===== src/include/periph_config.svh =====
/*
 * Fixed constants of the peripheral glue: I/O port addresses,
 * EMS page frame selectors, page count and reset values
 */

`ifndef PERIPH_CONFIG_SVH
`define PERIPH_CONFIG_SVH

// I/O ports
`define PERIPH_EMS_PORT_BASE    16'h0260
`define PERIPH_KBD_PORT         16'h0060

// EMS page registers
`define PERIPH_EMS_PAGES        4
`define PERIPH_EMS_DISABLE_CODE 8'hFF
`define PERIPH_EMS_ENABLE_LIMIT 8'h80

// Frame selectors for address bits 19-16
`define PERIPH_FRAME_A          4'hA
`define PERIPH_FRAME_C          4'hC
`define PERIPH_FRAME_D          4'hD

// Reset values
`define PERIPH_EMS_PAGE_RESET   7'h00
`define PERIPH_KBD_RESET        8'h00

`endif


===== src/verilog/periph_bus_pkg.sv =====
/*
 * Bus types shared by the peripheral glue:
 * CPU address, I/O port number, data byte and read-back source
 */

`default_nettype none

package periph_bus_pkg;

    // 20-bit CPU address
    typedef logic [19:0] addr_t;

    // Lower 16 bits of the address during I/O cycles
    typedef logic [15:0] io_port_t;

    typedef logic [7:0] data_t;

    // Winner of the read-back arbitration
    typedef enum logic [1:0] {
        RB_NONE = 2'd0,
        RB_EMS  = 2'd1,
        RB_KBD  = 2'd2
    } rb_source_e;

endpackage

`default_nettype wire


===== src/verilog/ems_pkg.sv =====
/*
 * EMS mapper types: page number, register index,
 * frame choice and per-page block hit flags
 */

`default_nettype none

`include "periph_config.svh"

package ems_pkg;

    // Page number held in one page register
    typedef logic [6:0] ems_page_t;

    // Selects one of the page registers
    typedef logic [1:0] ems_index_t;

    // 0 = A0000h, 1 = C0000h, others = D0000h
    typedef logic [1:0] frame_sel_t;

    typedef logic [`PERIPH_EMS_PAGES-1:0] block_hits_t;

endpackage

`default_nettype wire


===== src/verilog/io_cycle_if.sv =====
/*
 * One CPU bus cycle as seen by the peripherals:
 * address, write data and decoded cycle flags
 */

`default_nettype none

interface io_cycle_if;

    periph_bus_pkg::addr_t addr;
    periph_bus_pkg::data_t wdata;
    logic                  io_read;
    logic                  io_write;
    logic                  memory;

    modport source (output addr, output wdata, output io_read, output io_write, output memory);

    modport peer (input addr, input wdata, input io_read, input io_write, input memory);

endinterface

`default_nettype wire


===== src/verilog/io_decoder.sv =====
/*
 * Fixed I/O window decoder for 000h-0FFh.
 * Produces the DMA and DMA page selects and the keyboard port select
 */

`default_nettype none

`include "periph_config.svh"

module io_decoder (
    io_cycle_if.peer    bus_i,
    output logic        dma_chip_select_n_o,
    output logic        dma_page_chip_select_n_o,
    output logic        kbd_select_o
);

    localparam periph_bus_pkg::io_port_t KBD_PORT = `PERIPH_KBD_PORT;

    logic                     iorq;
    logic [7:0]               chip_select_n;
    periph_bus_pkg::io_port_t port;

    assign iorq = bus_i.io_read | bus_i.io_write;
    assign port = bus_i.addr[15:0];

    // Eight 32-byte slots inside the low 256 ports
    always_comb begin
        chip_select_n = 8'hFF;
        if (~bus_i.addr[9] && ~bus_i.addr[8]) begin
            chip_select_n[bus_i.addr[7:5]] = 1'b0;
        end
    end

    // Slot 0 is the DMA controller, slot 4 the page registers
    assign dma_chip_select_n_o      = ~(iorq && ~chip_select_n[0]);
    assign dma_page_chip_select_n_o = ~(iorq && ~chip_select_n[4]);

    assign kbd_select_o = iorq && (port == KBD_PORT);

endmodule

`default_nettype wire


===== src/verilog/ems_mapper.sv =====
/*
 * EMS page mapper: four page registers at 260h-263h,
 * registered write stage, frame block hits and register read-back
 */

`default_nettype none

`include "periph_config.svh"

module ems_mapper (
    input  logic                  clock,
    input  logic                  reset,
    io_cycle_if.peer              bus_i,
    input  logic                  ems_enabled_i,
    input  ems_pkg::frame_sel_t   ems_frame_i,
    output ems_pkg::block_hits_t  block_hit_o,
    output logic                  rd_req_o,
    output periph_bus_pkg::data_t rd_data_o
);

    localparam periph_bus_pkg::io_port_t EMS_BASE = `PERIPH_EMS_PORT_BASE;

    ems_pkg::ems_page_t          page_num [`PERIPH_EMS_PAGES];
    logic [`PERIPH_EMS_PAGES-1:0] page_enabled;

    periph_bus_pkg::io_port_t port;
    ems_pkg::ems_index_t      index;
    logic                     ems_select;
    logic                     write_accept;
    logic [3:0]               frame_base;

    logic                     wr_pending;
    ems_pkg::ems_index_t      wr_index;
    ems_pkg::ems_page_t       wr_page;
    logic                     wr_enable;

    assign port       = bus_i.addr[15:0];
    assign index      = bus_i.addr[1:0];
    assign ems_select = ems_enabled_i && (port[15:2] == EMS_BASE[15:2])
                        && (bus_i.io_read || bus_i.io_write);

    // Only FFh and values below 80h change a register
    assign write_accept = (bus_i.wdata == `PERIPH_EMS_DISABLE_CODE)
                          || (bus_i.wdata < `PERIPH_EMS_ENABLE_LIMIT);

    always_ff @(posedge clock, posedge reset) begin
        if (reset) begin
            wr_pending <= 1'b0;
        end else begin
            wr_pending <= ems_select && bus_i.io_write && write_accept;
        end
    end

    always_ff @(posedge clock) begin
        wr_index  <= index;
        wr_page   <= bus_i.wdata[6:0];
        wr_enable <= (bus_i.wdata != `PERIPH_EMS_DISABLE_CODE);
    end

    // Page update one edge after the write stage
    always_ff @(posedge clock, posedge reset) begin
        if (reset) begin
            for (int i = 0; i < `PERIPH_EMS_PAGES; i++) begin
                page_num[i] <= `PERIPH_EMS_PAGE_RESET;
            end
            page_enabled <= '0;
        end else if (wr_pending) begin
            if (wr_enable) begin
                page_num[wr_index] <= wr_page;
            end
            page_enabled[wr_index] <= wr_enable;
        end
    end

    always_comb begin
        case (ems_frame_i)
            2'd0:    frame_base = `PERIPH_FRAME_A;
            2'd1:    frame_base = `PERIPH_FRAME_C;
            default: frame_base = `PERIPH_FRAME_D;
        endcase
    end

    // One 16 KB block per page inside the frame
    always_comb begin
        for (int i = 0; i < `PERIPH_EMS_PAGES; i++) begin
            block_hit_o[i] = bus_i.memory && page_enabled[i]
                             && (bus_i.addr[19:14] == {frame_base, ems_pkg::ems_index_t'(i)});
        end
    end

    assign rd_req_o  = ems_select && bus_i.io_read;
    assign rd_data_o = page_enabled[index] ? {1'b0, page_num[index]}
                                           : `PERIPH_EMS_DISABLE_CODE;

endmodule

`default_nettype wire


===== src/verilog/keyboard_port.sv =====
/*
 * Keyboard data port at 60h: two-stage scancode pipeline
 * and two-cycle delay of the keyboard interrupt request
 */

`default_nettype none

`include "periph_config.svh"

module keyboard_port (
    input  logic                  clock,
    input  logic                  reset,
    io_cycle_if.peer              bus_i,
    input  logic                  kbd_select_i,
    input  periph_bus_pkg::data_t keycode_i,
    input  logic                  keyboard_irq_i,
    output logic                  keyboard_interrupt_o,
    output logic                  rd_req_o,
    output periph_bus_pkg::data_t rd_data_o
);

    periph_bus_pkg::data_t keycode_ff;
    periph_bus_pkg::data_t port_a;
    logic                  irq_ff;

    // Scancode into the port A byte
    always_ff @(posedge clock, posedge reset) begin
        if (reset) begin
            keycode_ff <= `PERIPH_KBD_RESET;
            port_a     <= `PERIPH_KBD_RESET;
        end else begin
            keycode_ff <= keycode_i;
            port_a     <= keycode_ff;
        end
    end

    always_ff @(posedge clock, posedge reset) begin
        if (reset) begin
            irq_ff               <= 1'b0;
            keyboard_interrupt_o <= 1'b0;
        end else begin
            irq_ff               <= keyboard_irq_i;
            keyboard_interrupt_o <= irq_ff;
        end
    end

    assign rd_req_o  = kbd_select_i && bus_i.io_read;
    assign rd_data_o = port_a;

endmodule

`default_nettype wire


===== src/verilog/readback_arbiter.sv =====
/*
 * Fixed-priority read-back arbiter, EMS before keyboard,
 * with a registered read-data byte and valid flag
 */

`default_nettype none

module readback_arbiter (
    input  logic                  clock,
    input  logic                  reset,
    input  logic                  ems_req_i,
    input  logic                  kbd_req_i,
    input  periph_bus_pkg::data_t ems_data_i,
    input  periph_bus_pkg::data_t kbd_data_i,
    output periph_bus_pkg::data_t data_o,
    output logic                  valid_o
);

    periph_bus_pkg::rb_source_e source;

    always_comb begin
        if (ems_req_i) begin
            source = periph_bus_pkg::RB_EMS;
        end else if (kbd_req_i) begin
            source = periph_bus_pkg::RB_KBD;
        end else begin
            source = periph_bus_pkg::RB_NONE;
        end
    end

    // Bus idles at zero with valid low
    always_ff @(posedge clock, posedge reset) begin
        if (reset) begin
            data_o  <= '0;
            valid_o <= 1'b0;
        end else begin
            case (source)
                periph_bus_pkg::RB_EMS: begin
                    data_o  <= ems_data_i;
                    valid_o <= 1'b1;
                end
                periph_bus_pkg::RB_KBD: begin
                    data_o  <= kbd_data_i;
                    valid_o <= 1'b1;
                end
                default: begin
                    data_o  <= '0;
                    valid_o <= 1'b0;
                end
            endcase
        end
    end

endmodule

`default_nettype wire


===== src/verilog/periph_top.sv =====
/*
 * Peripheral glue top level: bus cycle decode into the shared
 * interface, I/O decoder, EMS mapper, keyboard port and read-back arbiter
 */

`default_nettype none

module periph_top (
    input  logic                  clock,
    input  logic                  reset,
    input  periph_bus_pkg::addr_t address_i,
    input  periph_bus_pkg::data_t data_i,
    input  logic                  io_read_n_i,
    input  logic                  io_write_n_i,
    input  logic                  address_enable_n_i,
    input  logic                  ems_enabled_i,
    input  ems_pkg::frame_sel_t   ems_frame_i,
    input  periph_bus_pkg::data_t keycode_i,
    input  logic                  keyboard_irq_i,
    output periph_bus_pkg::data_t data_bus_out_o,
    output logic                  data_bus_out_from_chipset_o,
    output logic                  dma_chip_select_n_o,
    output logic                  dma_page_chip_select_n_o,
    output ems_pkg::block_hits_t  ems_block_hit_o,
    output logic                  keyboard_interrupt_o
);

    io_cycle_if bus ();

    logic                  kbd_select;
    logic                  ems_rd_req;
    logic                  kbd_rd_req;
    periph_bus_pkg::data_t ems_rd_data;
    periph_bus_pkg::data_t kbd_rd_data;

    assign bus.addr     = address_i;
    assign bus.wdata    = data_i;
    assign bus.io_read  = ~io_read_n_i && ~address_enable_n_i;
    assign bus.io_write = ~io_write_n_i && ~address_enable_n_i;
    assign bus.memory   = io_read_n_i && io_write_n_i;

    io_decoder u_io_decoder (
        .bus_i                    (bus.peer),
        .dma_chip_select_n_o      (dma_chip_select_n_o),
        .dma_page_chip_select_n_o (dma_page_chip_select_n_o),
        .kbd_select_o             (kbd_select)
    );

    ems_mapper u_ems_mapper (
        .clock         (clock),
        .reset         (reset),
        .bus_i         (bus.peer),
        .ems_enabled_i (ems_enabled_i),
        .ems_frame_i   (ems_frame_i),
        .block_hit_o   (ems_block_hit_o),
        .rd_req_o      (ems_rd_req),
        .rd_data_o     (ems_rd_data)
    );

    keyboard_port u_keyboard_port (
        .clock                (clock),
        .reset                (reset),
        .bus_i                (bus.peer),
        .kbd_select_i         (kbd_select),
        .keycode_i            (keycode_i),
        .keyboard_irq_i       (keyboard_irq_i),
        .keyboard_interrupt_o (keyboard_interrupt_o),
        .rd_req_o             (kbd_rd_req),
        .rd_data_o            (kbd_rd_data)
    );

    readback_arbiter u_readback_arbiter (
        .clock      (clock),
        .reset      (reset),
        .ems_req_i  (ems_rd_req),
        .kbd_req_i  (kbd_rd_req),
        .ems_data_i (ems_rd_data),
        .kbd_data_i (kbd_rd_data),
        .data_o     (data_bus_out_o),
        .valid_o    (data_bus_out_from_chipset_o)
    );

endmodule

`default_nettype wire


===== config.mk =====
export PLATFORM = sky130hd
export DESIGN_NAME = periph_top
export DESIGN_NICKNAME = d
export VERILOG_FILES = /design/src/verilog/periph_bus_pkg.sv /design/src/verilog/ems_pkg.sv /design/src/verilog/io_cycle_if.sv /design/src/verilog/io_decoder.sv /design/src/verilog/ems_mapper.sv /design/src/verilog/keyboard_port.sv /design/src/verilog/readback_arbiter.sv /design/src/verilog/periph_top.sv
export VERILOG_INCLUDE_DIRS = /design/src /design/src/include
export SDC_FILE = /design/constraint.sdc
export NUM_CORES = 1
export LEC_CHECK = 0
export ABC_CLOCK_PERIOD_IN_PS = 1580
export BUFFER_PORTS_ARGS = -buffer_cell sky130_fd_sc_hd__buf_2
export CORE_ASPECT_RATIO = 1.4
export CORE_MARGIN = 10
export CORE_UTILIZATION = 40
export DETAILED_ROUTE_END_ITERATION = 6
export PLACE_DENSITY = 0.72
export SETUP_SLACK_MARGIN = 0.2
export SYNTH_ARGS = -nofsm -noshare
export SYNTH_HDL_FRONTEND = slang
export SYNTH_SLANG_ARGS = --single-unit

===== constraint.sdc =====
create_clock -name clock -period 1.58 [get_ports clock]
set_input_delay 0.079 -clock clock [delete_from_list [all_inputs] [get_ports clock]]
set_output_delay 0.079 -clock clock [all_outputs]
set_load 0.1 [all_outputs]

=== After elaboration in Yosys (flattened, before gate mapping) ===
Index checks and enable logic that the tools add are counted.

* Bits in registers: 70
* Bits in latches: 0
* Memory bits (writable): 0
* ROM bits: 0
* Input bits: 45
* Output and inout bits: 16
* Logic and storage cells: 97
* Memories: 0

* $add $sub $neg: 0
* Multiply operators: 0
* Divide/modulo/power cells: 0
* Magnitude comparators: 9
* Equality and inequality tests: 11
* Shift operators: 0
* Multiplexer cells: 20
* Bitwise gates (word level): 13
* Reduce and logical (&&, ||, !) cells: 29

{| class="wikitable"
|+ Operators with widths
! cell !! count
|-
| bitwise mux 28 bit || 1
|-
| equality test 6 bit || 4
|-
| logical AND 1 bit || 24
|-
| two-way mux 7 bit || 3
|-
| equality test 16 x 7 -> 1 bit (second input constant) || 1
|-
| one-hot mux 8 bit (2 select lines) || 1
|-
| binary-select mux 7 bit (select 2 bit) || 1
|-
| demux 7 bit (select 2 bit) || 1
|-
| equality test 14 x 8 -> 1 bit (second input constant) || 1
|-
| NOT 1 bit || 9
|-
| equality test 8 bit (second input constant) || 1
|-
| < comparator 8 bit (second input constant) || 1
|-
| two-way mux 8 bit || 1
|-
| inequality test 8 bit (second input constant) || 1
|-
| >= comparator 3 bit (second input constant) || 2
|-
| < comparator 2 x 3 -> 1 bit (second input constant) || 2
|-
| NOT 2 -> 3 bit || 2
|-
| one-hot mux 3 bit (2 select lines) || 1
|-
| two-way mux 5 bit || 1
|-
| NOT 5 bit || 1
|-
| bitwise mux 4 bit || 1
|-
| equality test 2 x 1 -> 1 bit (second input constant) || 2
|-
| < comparator 3 x 4 -> 1 bit (second input constant) || 1
|-
| two-way mux 1 bit || 4
|-
| other kinds (13) || 15
|}

=== Depth between registers and ports, before layout ===
Gate-level depths: netlist of the first run.

* Depth after elaboration: 10
* Gate-level depth with buffers: 5

=== Modules after synthesis ===
From an unflattened synthesis of the first run, not the netlist that was laid out.

* Cells, all modules: 194
* Area, all modules: 2800.2 um^2

{| class="wikitable"
|+ Modules (own cells, without submodules)
! module !! instances !! cells an instance !! area each (um^2)
|-
| ems_mapper || 1 || 138 || 1919.3
|-
| keyboard_port || 1 || 20 || 460.4
|-
| readback_arbiter || 1 || 22 || 341.6
|-
| io_decoder || 1 || 11 || 65.1
|-
| periph_top || 1 || 3 || 13.8
|}

=== Least setup slack after synthesis of the first run ===
Ideal clock, no wire load.

* Path type: input port to output port
* From: input ems_frame_i[0]
* To: output ems_block_hit_o[1]
* Arrival time: 2.966 ns
* Required time: 1.501 ns
* Slack: -1.465 ns
* Stages: 4
* Buffers on the path: 0
* Cells stage by stage: or3b_1 -> a211oi_2 -> o2111ai_2 -> nor3_1

* Cells in the longest elaborated chain, start to end: 4
* Elaborated cells between the ends (all ways): 5
* Classes of those cells: 2 x eq/ne; 1 x mux; 2 x reduce/logical

{| class="wikitable"
|+ RTL lines
! item !! RTL line !! text
|-
| start, declared || periph_top.sv:17 || <nowiki>input ems_pkg::frame_sel_t ems_frame_i,</nowiki>
|-
| equality test 2 x 1 -> 1 bit or zero test 2 bit (tied branches) || ems_mapper.sv:76 || <nowiki>case (ems_frame_i)</nowiki>
|-
| one-hot mux 3 bit (2 select lines) * || ems_mapper.sv:76 ||
|-
| equality test 6 bit * || ems_mapper.sv:87 || <nowiki>&& (bus_i.addr[19:14] == {frame_base, ems_pkg::ems_index_t'(i)});</nowiki>
|-
| logical AND 1 bit * || ems_mapper.sv:87 ||
|-
| end, declared || periph_top.sv:24 || <nowiki>output ems_pkg::block_hits_t ems_block_hit_o,</nowiki>
|}

Every way passes the cells marked *; elsewhere a longest branch is shown, timed or not.

=== Worst setup path after layout of the first run ===
* From: input ems_frame_i[0]
* To: output ems_block_hit_o[2]

Same word-level chain as after synthesis.

==> summary.txt, run 1 <==
Outcome
  • Outcome: finished with violations
  • Failing checks: negative setup slack

Power
  • Max VDD drop: 0.474 mV
  • Power per cell area: 989 mW/mm²
  • Final Power: 0.00369 W
  • P_leak: 1.80 nW

Clocking
  • Clk sinks: 70
  • Worst skew pair latency: 340 ps
  • H-tree depth: 3
  • CTS Root Cell: clkbuf_8
  • Clk pin slew, worst setup/hold paths: 70 ps
  • CTS buffer count: 9
  • Clk buf depth: 2
  • CTS tree: done

STA
  • Relative max-transition margin: 65.6%
  • Min Tclk post-route: 1610 ps
  • RSZ-0062 raised after global routing: yes
  • Max Slew Vio Count: 0
  • Max Fclk: 0.620 GHz
  • Actual slew at the worst max-slew pin: 515 ps
  • Setup Skew: 9.26 ps
  • Hold slack: 38.3 ps
  • Post-route setup slack: -33.7 ps
  • Final hold vios: 0
  • Period Utilization, post-route: 102%
  • Count of final setup violators: 4
  • Setup_tns: -74.6 ps

Floorplan
  • Die width: 89.0 µm
  • Std cell rows: 35
  • Core Footprint: 0.00653 mm²
  • Die area: 0.0104 mm²
  • Ports: 61
  • Die Y: 117 µm
  • Initial Util: 40.9%

Layout
  • Most common cell after layout, fill and taps aside: dfrtp_1
  • Final Non-Filler Cells: 351
  • Share of layout cells above drive strength 1: 50.7%
  • Most frequent cells in the layout: dfrtp_1, buf_2, mux2_2
  • Design Area, Final: 0.00373 mm²
  • Fill cells: 520
  • Synthesis-to-finish area growth: 39.6%
  • Nets: 316

Hold path
  • Hold path start: address_i[0]
  • Hold Path Class: in -> reg
  • Hold EP: u_ems_mapper.wr_index[0]
  • Worst hold stages: 1

Worst setup path
  • Worst Path Arrival: 1530 ps
  • Crit end category: output pin
  • Worst r2r path cells: 4
  • R2r endpoint: u_ems_mapper.page_num[27]
  • Crit Path Max Fanout: 3
  • Critical Path RT: 1500 ps
  • R2r setup slk: 140 ps
  • Critical path class: in -> out
  • CP Launch Type: primary input
  • Worst r2r src: u_ems_mapper.wr_index[1]

Global routing
  • First-pass GRT wire length: 9.98 mm
  • Vias in the first global route: 2011
  • Total global routing overflow: 0
  • GRT Total Usage: 12.8%
  • Initial antenna violation count: 1
  • Largest net degree at the start of global routing: 31

Logic synthesis
  • Synth cell types: 30
  • Synthesized flop and latch total: 70
  • Top area cells in the synthesized netlist: dfrtp_1, mux2_2, dfxtp_1, mux4_2, a22o_1
  • Post-Synthesis Cell Area: 0.00267 mm²
  • Register area share after synthesis: 63.8%
  • Yosys top cell area share: 56.3%
  • Syn_area_per_cell: 15.3 µm²
  • Syn Nets: 219
  • Gate Count Post-Synth: 174
  • Synth Warn #: 0
  • Cell taking the most area after synthesis: dfrtp_1

Job
  • MaxCap Viol Count: 0

Placement
  • Post-DP HPWL: 4.47 mm
  • Placed Area: 0.00326 mm²
  • Placed insts: 313
  • IO Port Bufs: 60
  • GP Congestion: 0.752

Route
  • DR pass1 iterations: 4
  • DRT Wirelength: 6.00 mm
  • DR DRC count: 0
  • DRT antenna net count: 0
  • Via/cell ratio: 5.11
  • Vias: 1794
  • DR WL/cell: 17.1 µm
  • Initial DRC Count: 77
==> worst max path at each step <==
stage,from,end,slack (ps),depth (start not counted)
6_report,ems_frame_i[0],ems_block_hit_o[2],-30,7
4_1_cts,ems_frame_i[0],ems_block_hit_o[2],-30,7
3_5_place_dp,ems_frame_i[0],ems_block_hit_o[0],-90,6
5_1_grt,ems_frame_i[0],ems_block_hit_o[0],-80,6
3_3_place_gp,ems_frame_i[0],ems_block_hit_o[0],-70,6
2_1_floorplan,ems_frame_i[0],ems_block_hit_o[0],-540,4
==> cells in the mapped netlist, drive strengths merged <==
cell / n
a211oi: 2
a21o: 2
a22o: 7
and4b: 1
buf: 4
dfrtp: 60
dfxtp: 10
inv: 2
mux2: 28
mux4: 8
nand2: 9
nand2b: 7
nand3: 2
nand3b: 3
nand4: 6
nand4b: 1
nor2: 4
nor3: 5
nor4: 3
nor4b: 1
nor4bb: 2
o2111ai: 1
or2: 4
or3b: 2
==> metrics by stage <==
stage | setup WS, ps | utilization (%)
5_1_grt | -77.1 | 57.1
3_5_place_dp | -92.7 | 50.0
6_report | -33.7 | 57.1
2_1_floorplan | -536 | -
4_1_cts | -25.9 | 57.0
3_3_place_gp | -74.2 | 50.0
==> final cells by class <==
cell class              count  area (µm²)  area share, %
repair buffers             90         671           18.0
flip-flops and latches     70        1700           45.7
well taps                  74        92.6           2.48
multi-input cells          98        1010           27.2
clock buffers              12         155           4.16
inverters                   2        11.3          0.302
diodes                      1        2.50         0.0672
clock inverters             4        77.6           2.08
==> critical path, stage by stage <==
cell	delay [ps]
buf_6	90
or3b_4	380
a211oi_2	290
o2111ai_4	160
buf_4	180
nor3_4	150
buf_12	200
==> report_power, final <==
group / total, W / switching (W) / internal (W)
sequential: 0.00184 / 0.0000204 / 0.00182
clock: 0.00163 / 0.000648 / 0.000984
combinational: 0.000211 / 0.000107 / 0.000105
==> cell families (layout without fill, tap and decap cells) <==
logic type / count (synthesis) / count (layout) / share of synthesized area, %
flip-flops: 70 / 70 / 63.8
AND/OR/NAND/NOR: 50 / 50 / 12.1
multiplexers: 36 / 36 / 18.6
AO/OA/AOI/OAI: 12 / 12 / 4.17
buffers and inverters: 6 / 108 / 1.36
other: 0 / 1 / 0
==> sequential cells by signal (all words and copies together), names as in the netlist, 2 cells and up <==
register and flops:
u_ems_mapper.page_num 28, u_keyboard_port.keycode_ff 8, u_keyboard_port.rd_data_o 8, u_readback_arbiter.data_o 8, u_ems_mapper.wr_page 7, u_ems_mapper.page_enabled 4, u_ems_mapper.wr_index 2
==> routing by layer <==
layer | up-vias | share of wire (%) | global-route usage [%]
li1 | 842 | - | -
met4 | 0 | 1.3 | 5.32
met5 | - | 0 | 0
met2 | 34 | 57 | 22.7
met3 | 9 | 4.1 | 3.77
met1 | 909 | 37 | 13.6
==> what timing repair did <==
| action | 4_1_cts | 5_1_grt |
|---|---|---|
| endpoints found under the setup margin | 20 | 11 |
| endpoints found under the hold margin | 38 | 0 |
| resized for setup | 6 | 1 |
| hold buffers | 19 | 0 |
| pin swaps | 3 | 0 |
| buffers inserted | 2 | 0 |
No activity file was read; power rests on OpenSTA's default activity.
==> run 2, diff against run 1 <==
--- a/config.mk
+++ b/config.mk
@@ -8,11 +8,13 @@
 export LEC_CHECK = 0
 export ABC_CLOCK_PERIOD_IN_PS = 1580
 export BUFFER_PORTS_ARGS = -buffer_cell sky130_fd_sc_hd__buf_2
+export CELL_PAD_IN_SITES_DETAIL_PLACEMENT = 1
+export CELL_PAD_IN_SITES_GLOBAL_PLACEMENT = 1
 export CORE_ASPECT_RATIO = 1.4
 export CORE_MARGIN = 10
-export CORE_UTILIZATION = 40
+export CORE_UTILIZATION = 39
 export DETAILED_ROUTE_END_ITERATION = 6
-export PLACE_DENSITY = 0.72
+export PLACE_DENSITY = 0.83
 export SETUP_SLACK_MARGIN = 0.2
 export SYNTH_ARGS = -nofsm -noshare
 export SYNTH_HDL_FRONTEND = slang
==> summary.txt, run 2 (synthesis results as in run 1) <==
Route
  • DR WL/cell: 19.0 µm (+11%)
  • M1 WL: 2.52 mm (+12%)
  • Vias: 1857 (+3.5%)
  • Initial DRC Count: 72 (-6.5%)
  • DRT antenna net count: 0 (unchanged)
  • Via/cell ratio: 4.99 (-2.3%)
  • DRT Wirelength: 7.08 mm (+18%)
  • Top Layer Used: met4
  • Metal3 WL: 200 µm (-18%)
  • DR DRC count: 0 (unchanged)
  • DR pass1 iterations: 4 (unchanged)
  • Met2 wire length: 4.25 mm (+24%)

Clocking
  • Worst skew pair latency: 330 ps (about the same)
  • CTS tree: done
  • CTS Root Cell: clkbuf_8
  • Clk pin slew, worst setup/hold paths: 70 ps (about the same)
  • Clk sinks: 70 (unchanged)
  • H-tree depth: 3 (unchanged)
  • CTS buffer count: 9 (unchanged)
  • Clk buf depth: 2 (unchanged)

Global routing
  • Initial antenna violation count: 0 (-1)
  • First-pass GRT wire length: 11.6 mm (+16%)
  • Vias in the first global route: 2168 (+7.8%)
  • Largest net degree at the start of global routing: 39 (+26%)
  • Total global routing overflow: 0 (unchanged)
  • GRT Total Usage: 13.8% (+0.99 points)

Worst setup path
  • Crit-path max cell delay: 400 ps (+20 ps)
  • R2r endpoint: u_ems_mapper.page_num[23]
  • Slowest-stage cell, CP: or3b_4
  • R2r setup slk: 140 ps (about the same)
  • Crit Path Max Fanout: 4 (+1)
  • Critical-path cell list: buf_6 > or3b_4 > a211oi_4 > o2111ai_4 > nor4b_4 > buf_12
  • Critical Path RT: 1500 ps (about the same)
  • CP Launch Type: primary input
  • Critical path class: in -> out
  • Crit end category: output pin
  • Worst r2r path cells: 4 (unchanged)
  • Worst Path Arrival: 1590 ps (+60 ps)
  • Worst r2r src: u_ems_mapper.wr_pending

STA
  • Relative max-transition margin: 67.0% (+1.4 points)
  • RSZ-0062 raised after global routing: yes
  • Max Fclk: 0.600 GHz (-3.2%)
  • Setup Skew: 6.28 ps (-2.98 ps)
  • Min Tclk post-route: 1670 ps (+53.7 ps)
  • Final hold vios: 0 (unchanged)
  • Setup_tns: -289 ps (-214 ps)
  • Max Slew Vio Count: 0 (unchanged)
  • Period Utilization, post-route: 106% (+3.4 points)
  • Count of final setup violators: 4 (unchanged)
  • Actual slew at the worst max-slew pin: 494 ps (-21.0 ps)
  • Post-route setup slack: -87.4 ps (-53.7 ps)

Placement
  • Post-DP HPWL: 5.11 mm (+14%)
  • GP Congestion: 0.752 (about the same)
  • IO Port Bufs: 60 (unchanged)

Hold path
  • Hold EP: u_ems_mapper.wr_index[1]
  • Hold Path Class: in -> reg
  • Hold path start: address_i[1]
  • Worst hold stages: 1 (unchanged)

Job
  • MaxCap Viol Count: 0 (unchanged)

Layout
  • Most frequent cells in the layout: dfrtp_1, buf_2, mux2_2, dlygate4sd3_1, clkbuf_8
  • Synthesis-to-finish area growth: 41.4%
  • Largest reg by FF count: u_ems_mapper.page_num
  • Max FFs per register: 28 (unchanged)
  • # diodes: 0 (-1)
  • Share of layout cells above drive strength 1: 51.8% (+1.1 points)
  • Nets: 320 (+1.3%)
  • Most common cell after layout, fill and taps aside: dfrtp_1

Outcome
  • Outcome: finished with violations
  • Failing checks: negative setup slack

Floorplan
  • Core Footprint: 0.00661 mm² (+1.3%)
  • Ports: 61 (unchanged)
  • Die area: 0.0106 mm² (+2.1%)
  • Std cell rows: 35 (unchanged)
  • Initial Util: 40.4% (-0.54 points)
  • Die Y: 118 µm (+1.1%)
  • Die width: 89.9 µm (+0.99%)

Power
  • Max VDD drop: 0.633 mV (+33%)
  • Power per cell area: 926 mW/mm² (-6.5%)
  • P_leak: 1.80 nW (+0.38%)
  • Final Power: 0.00349 W (-5.2%)
## run 2: cell types whose count changed in the layout (fill, tap and decap cells not counted), sizes merged
| cell | delta |
|---|---|
| buf | +4 |
| clkinvlp | +2 |
| bufinv | -1 |
| clkbuf | -1 |
| clkinv | +1 |
| diode | -1 |
| inv | -1 |
## run 2: layout make-up
type,instances,area (µm²)
clock inverter,5,58.8
clock buffer,11,141
multi-input combinational,98,1040
inverter,2,11.3
tap,92,115
sequential,70,1700
timing repair buffer,94,707
fill,650,2840
## run 2: stage by stage
step           instance area [µm²]  utilization, %  worst slack (ps)  hold WS, ps  cells
3_3_place_gp                  3270            49.4             -83.0          137    330
6_report                      3770            57.1             -87.4         24.0    372
4_1_cts                       3750            56.7              -132         12.1    371
3_5_place_dp                  3270            49.4              -193          137    330
2_1_floorplan                 2750               -              -536          107    174
5_1_grt                       3770            57.1              -143         29.4    372
## run 2: repair_timing
item,in CTS,in global routing
resized for setup,12,5
endpoints found under the hold margin,39,0
pin swaps,8,2
setup endpoints to repair,19,12
buffers inserted,6,1
hold buffers,19,0
## run 2: where the power goes
| part | switching, W | leakage, nW | internal, W |
|---|---|---|---|
| clock network | 0.000655 | 0.0955 | 0.000772 |
| logic | 0.000113 | 0.828 | 0.000108 |
| registers | 0.0000221 | 0.881 | 0.00182 |
| total | 0.000789 | 1.80 | 0.00270 |
## run 2: critical path, delay by kind of cell
kind | cells | cell delay (ps)
AOI/OAI and AO/OA | 2 | 480
buffers and inverters | 2 | 310
and+or+nand+nor | 2 | 710
## run 2: metal layers
layer	vias up	GRT usage, %
met5	-	0
met4	0	6.79
met3	7	2.49
met2	36	26.5
met1	967	13.5
li1	847	-
## run 2: worst max-delay path by stage
stage                         from                  to  slack [ps]  cells past startpoint
detailed placement  ems_frame_i[0]  ems_block_hit_o[0]        -190                      6
finish               address_i[18]  ems_block_hit_o[0]         -90                      6
CTS                  address_i[18]  ems_block_hit_o[0]        -130                      6
floorplan           ems_frame_i[0]  ems_block_hit_o[0]        -540                      4
global placement    ems_frame_i[0]  ems_block_hit_o[0]         -80                      6
global route         address_i[18]  ems_block_hit_o[0]        -140                      6
==> run 3, diff against run 2 <==
--- a/config.mk
+++ b/config.mk
@@ -11,7 +11,6 @@
 export CELL_PAD_IN_SITES_DETAIL_PLACEMENT = 1
 export CELL_PAD_IN_SITES_GLOBAL_PLACEMENT = 1
 export CORE_ASPECT_RATIO = 1.4
-export CORE_MARGIN = 10
 export CORE_UTILIZATION = 39
 export DETAILED_ROUTE_END_ITERATION = 6
 export PLACE_DENSITY = 0.83
==> summary.txt, run 3 (synthesis results as in run 1) <==
Hold path
  • Hold Path Class: in -> reg
  • Worst hold stages: 1 (unchanged)
  • Hold path start: address_i[1]
  • Hold EP: u_ems_mapper.wr_index[1]

Layout
  • Final design utilization: 57.0% (-0.13 points)
  • Max FFs per register: 28 (unchanged)
  • Largest reg by FF count: u_ems_mapper.page_num
  • Most common cell after layout, fill and taps aside: dfrtp_1
  • Final Non-Filler Cells: 372 (unchanged)
  • # diodes: 0 (unchanged)
  • Most frequent cells in the layout: dfrtp_1, buf_2, mux2_2
  • Share of layout cells above drive strength 1: 51.4% (-0.36 points)
  • Nets: 320 (unchanged)
  • Synthesis-to-finish area growth: 41.1%

STA
  • Max Fclk: 0.610 GHz (+1.8%)
  • Min Tclk post-route: 1640 ps (-29.1 ps)
  • Actual slew at the worst max-slew pin: 492 ps (-1.89 ps)
  • RSZ-0062 raised after global routing: yes
  • Setup_tns: -194 ps (+94.9 ps)
  • Post-route setup slack: -58.3 ps (+29.1 ps)
  • Period Utilization, post-route: 104% (-1.8 points)
  • Relative max-transition margin: 67.4% (+0.42 points)
  • Hold slack: 25.7 ps (+1.74 ps)
  • Count of final setup violators: 4 (unchanged)
  • Max Slew Vio Count: 0 (unchanged)
  • Final hold vios: 0 (unchanged)
  • Setup Skew: 6.28 ps (-0.000730 ps)

Route
  • DRT antenna net count: 0 (unchanged)
  • DR WL/cell: 17.0 µm (-11%)
  • Via/cell ratio: 4.93 (-1.3%)
  • DRT Wirelength: 6.31 mm (-11%)
  • DR DRC count: 0 (unchanged)
  • Vias: 1833 (-1.3%)
  • DR pass1 iterations: 4 (unchanged)
  • Initial DRC Count: 57 (-21%)

Floorplan
  • Ports: 61 (unchanged)
  • Die Y: 99.9 µm (-15%)
  • Core Footprint: 0.00661 mm² (unchanged)
  • Initial Util: 40.4% (unchanged)
  • Die width: 71.9 µm (-20%)
  • Die area: 0.00718 mm² (-32%)
  • Std cell rows: 35 (unchanged)

Clocking
  • CTS Root Cell: clkbuf_8
  • Clk buf depth: 2 (unchanged)
  • CTS buffer count: 9 (unchanged)
  • H-tree depth: 3 (unchanged)
  • Worst skew pair latency: 340 ps (about the same)
  • Clk pin slew, worst setup/hold paths: 70 ps (about the same)
  • CTS tree: done
  • Clk sinks: 70 (unchanged)

Worst setup path
  • Worst Path Arrival: 1560 ps (-30 ps)
  • Critical Path RT: 1500 ps (about the same)
  • Worst r2r src: u_ems_mapper.wr_index[0]
  • Critical-path cell list: buf_6 > or3b_1 > a211oi_2 > o2111ai_4 > buf_6 > nor3_4 > buf_12
  • R2r endpoint: u_ems_mapper.page_num[26]
  • R2r setup slk: 120 ps (-20 ps)
  • Critical path class: in -> out
  • Worst r2r path cells: 4 (unchanged)
  • Crit end category: output pin
  • Worst path most repeated cell: buf_6
  • Crit-path max cell delay: 380 ps (-20 ps)
  • CP Launch Type: primary input
  • Slowest-stage cell, CP: or3b_1
  • Crit Path Max Fanout: 4 (unchanged)

Power
  • Power per cell area: 961 mW/mm² (+3.9%)
  • Max VDD drop: 0.618 mV (-2.3%)
  • P_leak: 1.81 nW (+0.12%)

Global routing
  • Largest net degree at the start of global routing: 61 (+56%)
  • Total global routing overflow: 0 (unchanged)
  • First-pass GRT wire length: 10.3 mm (-11%)
  • Vias in the first global route: 2050 (-5.4%)
  • Initial antenna violation count: 0 (unchanged)
  • GRT Total Usage: 19.5% (+5.7 points)

Placement
  • Pre-CTS setup slack: -127 ps (+66.1 ps)
  • GP Congestion: 0.740 (-1.6%)
  • Placed insts: 331 (+0.30%)
  • IO Port Bufs: 60 (unchanged)
  • Post-DP HPWL: 4.26 mm (-17%)

Outcome
  • Failing checks: negative setup slack
  • Outcome: finished with violations

Job
  • MaxCap Viol Count: 0 (unchanged)
[run 3: repair_timing]
action | CTS | global route
hold buffers | 19 | 0
setup buffers | 5 | 1
pin swaps | 7 | 4
cloned | 0 | 0
endpoints found under the hold margin | 77 | 0
gates resized for setup | 8 | 3
endpoints found under the setup margin | 19 | 12
[run 3: final cells by class]
cell class                      count  area, µm²
Clock buffer                        9        124
Clock inverter                      7       97.6
Fill cell                         641       2850
Inverter                            2       11.3
Multi-Input combinational cell     98       1010
Sequential cell                    70       1710
Tap cell                           92        115
Timing Repair Buffer               94        697
[run 3: layer usage]
| layer | up-vias | share of wire [%] | track usage [%] |
|---|---|---|---|
| li1 | 842 | - | - |
| met1 | 946 | 39 | 21.7 |
| met2 | 33 | 57 | 34.9 |
| met3 | 12 | 2.1 | 3.51 |
| met4 | 0 | 2.3 | 10.3 |
| met5 | - | 0 | 0 |
[run 3: stage by stage]
step | cell area, µm² | power (W)
after global routing | 3770 | 0.00375
after CTS | 3750 | 0.00367
final | 3770 | 0.00362
after global placement | 3270 | 0.00204
after detailed placement | 3270 | 0.00205
after floorplan | 2750 | 0.00194
[run 3: worst max-delay path, delay by kind of cell]
kind	cells	cell delay, ps
and+or+nand+nor	2	530
AOI/OAI and AO/OA	2	490
buffers and inverters	3	460
[run 3: where the power goes]
group / internal (W) / switching, W
clock: 0.000893 / 0.000671
combinational: 0.000103 / 0.000110
sequential: 0.00182 / 0.0000214
total: 0.00282 / 0.000802
[run 3: how the worst max path moves through the flow]
stage,start,end,slack [ps],depth (start not counted)
floorplan,ems_frame_i[0],ems_block_hit_o[0],-540,4
global placement,ems_frame_i[0],ems_block_hit_o[0],-80,6
detailed placement,ems_frame_i[0],ems_block_hit_o[0],-130,6
CTS,address_i[18],ems_block_hit_o[0],-100,6
global route,address_i[18],ems_block_hit_o[1],-120,7
finish,address_i[18],ems_block_hit_o[1],-60,7
